==> config.mk <==
export PLATFORM = sky130hd
export DESIGN_NAME = axis_credit_buf
export DESIGN_NICKNAME = d
export VERILOG_FILES = /design/src/verilog/axis_buf_pkg.sv /design/src/verilog/axis_credit_buf.sv /design/src/verilog/beat_store.sv /design/src/verilog/buf_ctrl.sv /design/src/verilog/credit_tx_stage.sv
export SDC_FILE = /design/constraint.sdc
export NUM_CORES = 1
export LEC_CHECK = 0
export BUFFER_PORTS_ARGS = -buffer_cell sky130_fd_sc_hd__buf_2
export CORE_MARGIN = 2
export CORE_UTILIZATION = 61
export DETAILED_ROUTE_END_ITERATION = 10
export PLACE_DENSITY = 0.79
export SKIP_CTS_REPAIR_TIMING = 1
export SLEW_MARGIN = 20
export SYNTH_ARGS = -nofsm -noshare
export SYNTH_HDL_FRONTEND = slang
export SYNTH_SLANG_ARGS = --single-unit
==> constraint.sdc <==
create_clock -name axi_tx -period 6.55 [get_ports axi_tx]
set_input_delay 0.655 -clock axi_tx [delete_from_list [all_inputs] [get_ports axi_tx]]
set_output_delay 0.655 -clock axi_tx [all_outputs]
set_load 0.1 [all_outputs]
==> src/verilog/axis_buf_pkg.sv <==
package axis_buf_pkg;

	//////////////////////////////////////////////////////////////////////
	// Stream widths

	// Payload word
	localparam int DATA_WIDTH = 32;

	// Sideband fields
	localparam int USER_WIDTH = 4;
	localparam int ID_WIDTH   = 4;
	localparam int DEST_WIDTH = 4;

	// One keep bit per data byte
	localparam int KEEP_WIDTH = DATA_WIDTH / 8;

	//////////////////////////////////////////////////////////////////////
	// Buffer geometry

	// Stored beats, power of two
	localparam int FIFO_DEPTH = 16;
	localparam int ADDR_BITS  = $clog2(FIFO_DEPTH);

	//////////////////////////////////////////////////////////////////////
	// Credit and packet accounting

	// Sink receive capacity, granted at reset
	localparam int CREDIT_INIT = 4;

	// Must hold the full grant, not just CREDIT_INIT-1
	localparam int CREDIT_BITS = $clog2(CREDIT_INIT + 1);

	// Sent packet counter, wraps
	localparam int PKT_CNT_BITS = 16;

	//////////////////////////////////////////////////////////////////////
	// Types

	// One stream beat, 49 bits
	typedef struct packed {
		logic [DATA_WIDTH-1:0] tdata;
		logic [USER_WIDTH-1:0] tuser;
		logic [ID_WIDTH-1:0]   tid;
		logic [DEST_WIDTH-1:0] tdest;
		logic [KEEP_WIDTH-1:0] tkeep;
		logic                  tlast;
	} axis_beat_t;

	// Occupancy, one extra bit so full is representable
	typedef logic [ADDR_BITS:0] occ_t;

	// Credits currently held
	typedef logic [CREDIT_BITS-1:0] credit_t;

	// Completed packets sent
	typedef logic [PKT_CNT_BITS-1:0] pkt_cnt_t;

endpackage

==> src/verilog/axis_credit_buf.sv <==
`timescale 1ns/1ps

module axis_credit_buf (
	input  logic                     axi_tx,
	input  logic                     rst_n,

	// Input stream, valid/ready
	input  logic                     in_valid,
	input  axis_buf_pkg::axis_beat_t in_beat,
	output logic                     in_ready,

	// Credit return from sink
	input  logic                     credit_ret,

	// Output stream, credit based
	output logic                     out_valid,
	output axis_buf_pkg::axis_beat_t out_beat,

	// Sent packet count
	output axis_buf_pkg::pkt_cnt_t   pkt_count
);

	import axis_buf_pkg::*;

	//////////////////////////////////////////////////////////////////////
	// Internal wires

	// Write side
	logic                 wr_en;
	logic [ADDR_BITS-1:0] wr_addr;

	// Read side
	logic [ADDR_BITS-1:0] rd_addr;
	axis_beat_t           rd_beat;
	logic                 pop;

	//////////////////////////////////////////////////////////////////////
	// Control

	// Pointers, occupancy, credits
	buf_ctrl ctrl0 (
		.axi_tx     (axi_tx),
		.rst_n      (rst_n),
		.in_valid   (in_valid),
		.in_ready   (in_ready),
		.credit_ret (credit_ret),
		.wr_en      (wr_en),
		.wr_addr    (wr_addr),
		.rd_addr    (rd_addr),
		.pop        (pop)
	);

	//////////////////////////////////////////////////////////////////////
	// Datapath

	// Beat memory, written straight from the input port
	beat_store #(
		.payload_t (axis_beat_t)
	) store0 (
		.axi_tx  (axi_tx),
		.wr_en   (wr_en),
		.wr_addr (wr_addr),
		.wr_data (in_beat),
		.rd_addr (rd_addr),
		.rd_beat (rd_beat)
	);

	// Output register and packet count
	credit_tx_stage tx0 (
		.axi_tx    (axi_tx),
		.rst_n     (rst_n),
		.pop       (pop),
		.rd_beat   (rd_beat),
		.out_valid (out_valid),
		.out_beat  (out_beat),
		.pkt_count (pkt_count)
	);

endmodule

==> src/verilog/beat_store.sv <==
`timescale 1ns/1ps

module beat_store #(
	parameter type payload_t = axis_buf_pkg::axis_beat_t
) (
	input  logic                               axi_tx,

	// Write port, clocked
	input  logic                               wr_en,
	input  logic [axis_buf_pkg::ADDR_BITS-1:0] wr_addr,
	input  payload_t                           wr_data,

	// Read port, combinational
	input  logic [axis_buf_pkg::ADDR_BITS-1:0] rd_addr,
	output payload_t                           rd_beat
);

	import axis_buf_pkg::*;

	//////////////////////////////////////////////////////////////////////
	// Storage array

	// One entry per buffered beat
	payload_t mem [FIFO_DEPTH];

	//////////////////////////////////////////////////////////////////////
	// Write

	// Entry valid from the accepting edge on
	always_ff @(posedge axi_tx) begin
		if (wr_en)
			mem[wr_addr] <= wr_data;
	end

	//////////////////////////////////////////////////////////////////////
	// Read

	// Head beat visible in the same cycle as the pop decision
	assign rd_beat = mem[rd_addr];

endmodule

==> src/verilog/buf_ctrl.sv <==
`timescale 1ns/1ps

module buf_ctrl (
	input  logic                              axi_tx,
	input  logic                              rst_n,

	// Upstream handshake
	input  logic                              in_valid,
	output logic                              in_ready,

	// Sink returns one credit per pulse
	input  logic                              credit_ret,

	// Memory write side
	output logic                              wr_en,
	output logic [axis_buf_pkg::ADDR_BITS-1:0] wr_addr,

	// Memory read side and send request
	output logic [axis_buf_pkg::ADDR_BITS-1:0] rd_addr,
	output logic                              pop
);

	import axis_buf_pkg::*;

	//////////////////////////////////////////////////////////////////////
	// State

	logic [ADDR_BITS-1:0] wr_ptr_q;
	logic [ADDR_BITS-1:0] rd_ptr_q;
	occ_t                 occ_q;
	credit_t              credit_q;

	//////////////////////////////////////////////////////////////////////
	// Handshake and pop decision

	// Room for one more beat
	assign in_ready = (occ_q < occ_t'(FIFO_DEPTH));

	// Beat moves only on a completed handshake
	assign wr_en = in_valid && in_ready;

	// Send when data is held and the sink has room
	assign pop = (occ_q != '0) && (credit_q != '0);

	assign wr_addr = wr_ptr_q;
	assign rd_addr = rd_ptr_q;

	//////////////////////////////////////////////////////////////////////
	// Pointers

	always_ff @(posedge axi_tx) begin
		if (!rst_n) begin
			wr_ptr_q <= '0;
			rd_ptr_q <= '0;
		end else begin
			// Advance write slot, wrap at last entry
			if (wr_en) begin
				if (wr_ptr_q == ADDR_BITS'(FIFO_DEPTH - 1))
					wr_ptr_q <= '0;
				else
					wr_ptr_q <= wr_ptr_q + 1'b1;
			end

			// Head moves past the beat just sent
			if (pop) begin
				if (rd_ptr_q == ADDR_BITS'(FIFO_DEPTH - 1))
					rd_ptr_q <= '0;
				else
					rd_ptr_q <= rd_ptr_q + 1'b1;
			end
		end
	end

	//////////////////////////////////////////////////////////////////////
	// Occupancy

	always_ff @(posedge axi_tx) begin
		if (!rst_n) begin
			occ_q <= '0;
		end else begin
			case ({wr_en, pop})
				// Push only
				2'b10:   occ_q <= occ_q + 1'b1;
				// Pop only
				2'b01:   occ_q <= occ_q - 1'b1;
				// Idle, or push and pop cancel
				default: occ_q <= occ_q;
			endcase
		end
	end

	//////////////////////////////////////////////////////////////////////
	// Credits

	always_ff @(posedge axi_tx) begin
		if (!rst_n) begin
			// Sink starts empty, full grant available
			credit_q <= credit_t'(CREDIT_INIT);
		end else begin
			case ({pop, credit_ret})
				// Beat sent, one credit spent
				2'b10:   credit_q <= credit_q - 1'b1;
				// Sink freed a slot
				2'b01:   credit_q <= credit_q + 1'b1;
				// Nothing, or spend and return together
				default: credit_q <= credit_q;
			endcase
		end
	end

endmodule

==> src/verilog/credit_tx_stage.sv <==
`timescale 1ns/1ps

module credit_tx_stage (
	input  logic                    axi_tx,
	input  logic                    rst_n,

	// Send request from control
	input  logic                    pop,

	// Head beat from memory
	input  axis_buf_pkg::axis_beat_t rd_beat,

	// Downstream, no ready
	output logic                    out_valid,
	output axis_buf_pkg::axis_beat_t out_beat,

	// Completed packets sent
	output axis_buf_pkg::pkt_cnt_t   pkt_count
);

	import axis_buf_pkg::*;

	//////////////////////////////////////////////////////////////////////
	// Output register

	axis_beat_t beat_q;
	logic       valid_q;
	pkt_cnt_t   pkt_q;

	// Capture head beat at the pop edge
	always_ff @(posedge axi_tx) begin
		if (pop)
			beat_q <= rd_beat;
	end

	// Valid for exactly the cycle after each pop
	always_ff @(posedge axi_tx) begin
		if (!rst_n)
			valid_q <= 1'b0;
		else
			valid_q <= pop;
	end

	assign out_valid = valid_q;

	// tlast only meaningful alongside valid
	always_comb begin
		out_beat       = beat_q;
		out_beat.tlast = beat_q.tlast && valid_q;
	end

	//////////////////////////////////////////////////////////////////////
	// Packet counter

	// Counts at the end of a valid cycle with tlast, wraps
	always_ff @(posedge axi_tx) begin
		if (!rst_n)
			pkt_q <= '0;
		else if (valid_q && beat_q.tlast)
			pkt_q <= pkt_q + 1'b1;
	end

	assign pkt_count = pkt_q;

endmodule
Yosys cells after proc, flatten, opt, wreduce, memory -nomap -nowiden

Memories as Yosys holds them, arrays and structs flattened. A register that Yosys moved wholly into a read port is not among the register bits.
Index checks and enable logic that the tools add are counted.

Flip-flop bits (word level): 33
Bits in latches: 0
Bits in writable memories: 784
Memory bits (read-only): 0
Input port bits: 53
Word-level logic and storage cells: 34
Memories: 1

$add $sub $neg: 7
$mul: 0
Div/mod/pow operators: 0
Order comparisons: 1
Equal/unequal tests: 6
Shift operators: 0
Mux-type cells: 6
Bitwise gates (word level): 0
Reduce and logical (&&, ||, !) cells: 7

Memory list:

| name       | words | bits a word | rd ports | clocked after Yosys merged registers in | wr ports | line             | text |
|---|---|---|---|---|---|---|---|
| store0.mem | 16    | 49          | 1        | 1                                       | 1        | beat_store.sv:24 | `payload_t mem [FIFO_DEPTH];` |

Operator list:

| cell                                                                | count |
|---|---|
| 16-bit by 1-bit adder with 16-bit output (second input constant)    | 1 |
| 5-bit case mux with 2 select lines                                  | 1 |
| 4-bit by 1-bit adder with 4-bit output (second input constant)      | 2 |
| 4-bit == test (second input constant)                               | 2 |
| 4-bit 2-to-1 mux                                                    | 2 |
| 3-bit case mux with 2 select lines                                  | 1 |
| 5-bit by 1-bit adder with 5-bit output (second input constant)      | 1 |
| 5-bit less-than comparator (second input constant)                  | 1 |
| 5-bit nonzero test                                                  | 1 |
| 5-bit by 1-bit subtractor with 5-bit output (second input constant) | 1 |
| 2-bit by 1-bit == test with 1-bit output (second input constant)    | 2 |
| 2-bit == test (second input constant)                               | 2 |
| 2-bit nonzero test                                                  | 2 |
| 3-bit by 1-bit adder with 3-bit output (second input constant)      | 1 |
| 1-bit logical AND                                                   | 3 |
| 3-bit nonzero test                                                  | 1 |
| 3-bit by 1-bit subtractor with 3-bit output (second input constant) | 1 |
| 1-bit 2-to-1 mux                                                    | 2 |

Longest topological paths before layout

Depth after elaboration: 4
Gate-level depth with buffers: 11
Depth with buffers taken out: 9

Modules after synthesis

From an unflattened synthesis, not the netlist that was laid out.

Cells, all modules: 1,494
Area total of the unflattened synthesis: 32,835.2 um2

By module, submodules not included:

| module          | times used | cells an instance | area an instance (um2) | seq. area each (um2) |
|---|---|---|---|---|
| beat_store      | 1          | 1,219             | 29,355.7               | 23,542.6 |
| credit_tx_stage | 1          | 178               | 2,576.2                | 1,811.7 |
| buf_ctrl        | 1          | 97                | 903.4                  | 320.3 |

Worst setup path before layout

OpenSTA, ideal clock, no wires.

Path type: register to register
Start point: register ctrl0.occ_q[1]
End point: register ctrl0.occ_q[2]
Library setup time: 0.071 ns
Data arrival time: 5.037 ns
Slack: 1.442 ns
Cell stages (with the launch flop): 12
Path buffers: 2
Cell sequence: dfxtp_1 > clkbuf_1 > nor3_1 > a21oi_1 > ha_1 > clkbuf_1 > xor2_1 > ha_1 > a21oi_1 > xor2_1 > or3_1 > a21oi_1

Cells in the longest elaborated chain, start to end: 4
Elaborated cells on any way between the ends: 10
Those cells by class: 2 x add/sub; 1 x order compare; 2 x eq/ne; 1 x mux; 4 x reduce/logical

Ends and longest elaborated chain:

| item                                                                             | line           | text |
|---|---|---|
| start: declaration                                                               | buf_ctrl.sv:30 | `occ_t occ_q;` |
| start signal: assignment                                                         | buf_ctrl.sv:83 | `2'b10: occ_q <= occ_q + 1'b1;` |
| start signal: assignment                                                         | buf_ctrl.sv:85 | `2'b01: occ_q <= occ_q - 1'b1;` |
| start signal: assignment                                                         | buf_ctrl.sv:87 | `default: occ_q <= occ_q;` |
| 5-bit nonzero test (*)                                                           | buf_ctrl.sv:43 | `assign pop = (occ_q != '0) && (credit_q != '0);` |
| 1-bit logical AND (*)                                                            | buf_ctrl.sv:43 |  |
| net ctrl0.pop                                                                    | buf_ctrl.sv:20 | `output logic pop` |
| 2-bit by 1-bit == test with 1-bit output / 2-bit == test (equally long branches) | buf_ctrl.sv:81 | `case ({wr_en, pop})` |
| 5-bit case mux with 2 select lines / 2-bit nonzero test (equally long branches)  | n/a            |  |

Mark *: on every way through the listed nets, which the timed path passes. The rest lies on a longest branch.
A chain may end at the register's enable or synchronous reset.

Worst setup path after layout

Start point: register ctrl0.occ_q[4]
End point: memory store0.mem[12][28] (netlist name), enable pin

Cells in the longest elaborated chain, start to end: 4

Ends and longest elaborated chain:

| item                                   | line             | text |
|---|---|---|
| 5-bit less-than comparator             | buf_ctrl.sv:37   | `assign in_ready = (occ_q < occ_t'(FIFO_DEPTH));` |
| 1-bit logical AND                      | buf_ctrl.sv:40   | `assign wr_en = in_valid && in_ready;` |
| 1-bit 2-to-1 mux                       | beat_store.sv:31 | `if (wr_en)` |
| 1-bit 2-to-1 mux (not written as such) | beat_store.sv:32 | `mem[wr_addr] <= wr_data;` |
| end: declaration                       | beat_store.sv:24 |  |

Every way passes these cells.

==> impl_metrics.env <==
export IMPL_fin_tns_setup_ps=0
export IMPL_clkSinkCount=866
export IMPL_combPwrFrac_pct=22.4
export IMPL_finClkSkew_ps=28.02
export IMPL_critPathKind="reg -> reg"
export IMPL_power_switching_mw=4.437
export IMPL_cts_tree="built"
export IMPL_cp_start_kind="flip-flop"
export IMPL_maxCapViolCount=0
export IMPL_required_ps=6810
export IMPL_async_flop_share_pct=0
export IMPL_synth_distinct_cells=39
export IMPL_initial_core_util_pct=61.74
export IMPL_status="finished clean"
export IMPL_grt_pass1_wl_um=105100
export IMPL_crit_fanout=33
export IMPL_grt_max_degree=127
export IMPL_arrival_ps=3160
export IMPL_period_needed_ps=2901
export IMPL_post_dp_hpwl_um=35300
export IMPL_synth_edf_count=833
export IMPL_grt_pass1_vias=15740
export IMPL_ir_drop_mv=0.2394
export IMPL_hold_viol=0
export IMPL_rsz0062_at_grt="false"
export IMPL_drc=0
export IMPL_vias=15060
export IMPL_grt_ovfl_total=0
export IMPL_timing_slew_headroom_pct=31.09
export IMPL_final_core_util_pct=68.58
export IMPL_powerDensity_nw_per_um2=395.0
export IMPL_routed_wl_um=70840
export IMPL_die_width_um=237.4
export IMPL_ys_seq_area_share_pct=77.28
export IMPL_regArea_sq_um=25690
export IMPL_pwr_share_clk_pct=32.1
export IMPL_syn_num_nets=1457
export IMPL_mappedNetlistArea_sq_um=33220
export IMPL_cts_buffers_inserted=82
export IMPL_ys_ff_latch=866
export IMPL_io_buffers=119
export IMPL_clk_pin_slew_worst_paths_ps=60
export IMPL_coreArea_sq_um=53810
export IMPL_syn2layout_area_growth_pct=11.09
export IMPL_ant_nets=0
export IMPL_yosysWarnings=0
export IMPL_grt_total_usage_pct=25.96
export IMPL_p_total_mw=14.58
export IMPL_vias_per_cell=6.626
export IMPL_cp_end_kind="flip-flop"
export IMPL_insertion_delay_ps=640
export IMPL_final_fill_count=3080
export IMPL_yosys_area_top_type="edfxtp_1"
export IMPL_cts_max_path_buffers=3
export IMPL_die_h_um=237.4
export IMPL_drv_slew=0
export IMPL_cts_htree_levels=3
export IMPL_rows=85
export IMPL_die_area_sq_um=56350
export IMPL_drive_above_1_share_pct=29.51
export IMPL_io_pins=120
export IMPL_yosysMostFrequentCell="edfxtp_1"
export IMPL_sw_frac_of_total_pct=30.44
export IMPL_multi_input_area_sq_um=6893
export IMPL_netlist_top_cells_area="edfxtp_1 75%, mux4_2 12%, mux4_1 5.0%, dfxtp_1 2.0%, buf_4 1.3%"
export IMPL_pwr_share_seq_pct=45.5
export IMPL_setup_viol=0
export IMPL_fmax_mhz=344.8
export IMPL_synth_top_cell_area_share_pct=75.29
export IMPL_leakage_nw=11.69
export IMPL_synthFlopType="edfxtp_1"
export IMPL_gp_congestion=0.7669
export IMPL_fin_nets=1574
export IMPL_wl_per_cell_um=31.17
export IMPL_tightest_slew_ps=1034
export IMPL_root_buffer="clkbuf_16"
export IMPL_hold_path_class="in -> reg"
export IMPL_synthCells=1393
export IMPL_syn_area_per_cell_sq_um=23.85
export IMPL_grt_antenna_before_repair=4
export IMPL_dr_pass1_iters=5
export IMPL_fin_crit_sh_pct=44.28
export IMPL_intPower_mw=10.14
export IMPL_drt_initial_drc_count=1652
export IMPL_synth_common_cells="833 x edfxtp_1, 182 x mux4_2, 63 x mux4_1, 59 x buf_4, 33 x dfxtp_1"
-- power groups by stage --
stage | Combinational, mW | Sequential, mW | Clock [mW]
finish | 3.27 | 6.64 | 4.68
floorplan | 2.86 | 6.72 | 0
CTS | 3.31 | 6.64 | 4.73
global placement | 3.22 | 6.74 | 0
global route | 3.41 | 6.66 | 4.94
detailed placement | 3.27 | 6.75 | 0
-- worst max-delay path, stage by stage (launching register included) --
cell     delay [ps]
dfxtp_1         330
nor2b_1         480
nand2_1         410
nor2_4          630
buf_4           670
-- through the flow --
step	hold slack, ps	instance area [sq um]	cells	setup slack, ps
6_report	275.6	36910	2273	3649
3_3_place_gp	460.5	34310	2122	3349
3_5_place_dp	487.9	34310	2122	3319
4_1_cts	250.4	36900	2272	3641
5_1_grt	277.9	36910	2273	3449
2_1_floorplan	461.5	33220	1393	1442
-- per-layer routing --
layer	up-vias	track usage, %	part of all wire, %
met2	759	43.93	53
met3	131	4.552	6.9
met1	8029	34.75	37
li1	6136	-	-
met4	6	9.091	2.7
met5	-	0	0.051
-- worst paths after layout --
path,start,end,slack [ps],cells past startpoint
worst min-delay path,rst_n,ctrl0.credit_q[2]$_SDFFE_PN1P_,280,2
worst max-delay path,ctrl0.occ_q[4]$_SDFFE_PN0P_,store0.mem[12][28]$_DFFE_PP_,3650,4
worst min register to register,ctrl0.occ_q[4]$_SDFFE_PN0P_,ctrl0.occ_q[4]$_SDFFE_PN0P_,500,2
worst max register to register,ctrl0.occ_q[4]$_SDFFE_PN0P_,store0.mem[12][28]$_DFFE_PP_,3650,4
-- kinds of logic (layout without fill, tap and decap cells) --
group / Yosys count / after routing / share of synthesized area [%]
multiplexers: 252 / 252 / 17.53
adder cells (fa/ha/maj): 11 / 11 / 0.4369
XOR/XNOR: 16 / 16 / 0.4218
buffers and inverters: 121 / 304 / 2.339
flip-flops: 866 / 866 / 77.28
AND/OR/NAND/NOR: 93 / 93 / 1.390
other: 0 / 1 / 0
AO/OA/AOI/OAI: 34 / 34 / 0.6026
-- layout by cell type (no fill, tap or decap), types with 7 or more instances in the layout --
master     count
nor2_1        20
nor2_4        12
clkbuf_16     82
o21ai_0        8
mux2i_1        7
clkbuf_1      23
inv_1          7
a21oi_1       14
buf_4         26
nand2_1       18
dfxtp_1       29
mux4_1        63
buf_2        119
mux4_2       182
xor2_1        14
clkinv_1      13
edfxtp_1     833
bufinv_16      8
clkinv_2      14
ha_1          10
-- sequential cells by signal (all words and copies together) (netlist names) --
signal          cells
store0.mem        784
tx0.out_beat       48
tx0.pkt_count      16
ctrl0.occ_q         5
ctrl0.rd_addr       4
ctrl0.wr_addr       4
ctrl0.credit_q      3
tx0.beat_q          1
tx0.out_valid       1
-- area by class of cell --
type                            instances  share of cell area [%]
Sequential cell                       866                   69.60
Multi-Input combinational cell        406                   18.68
Clock buffer                          106                   5.831
Tap cell                              696                   2.360
Timing Repair Buffer                  147                   2.251
Clock inverter                         44                   1.204
Inverter                                7                 0.07119
Antenna cell                            1                0.006780
Note: power is estimated with default switching activity, not from simulation.
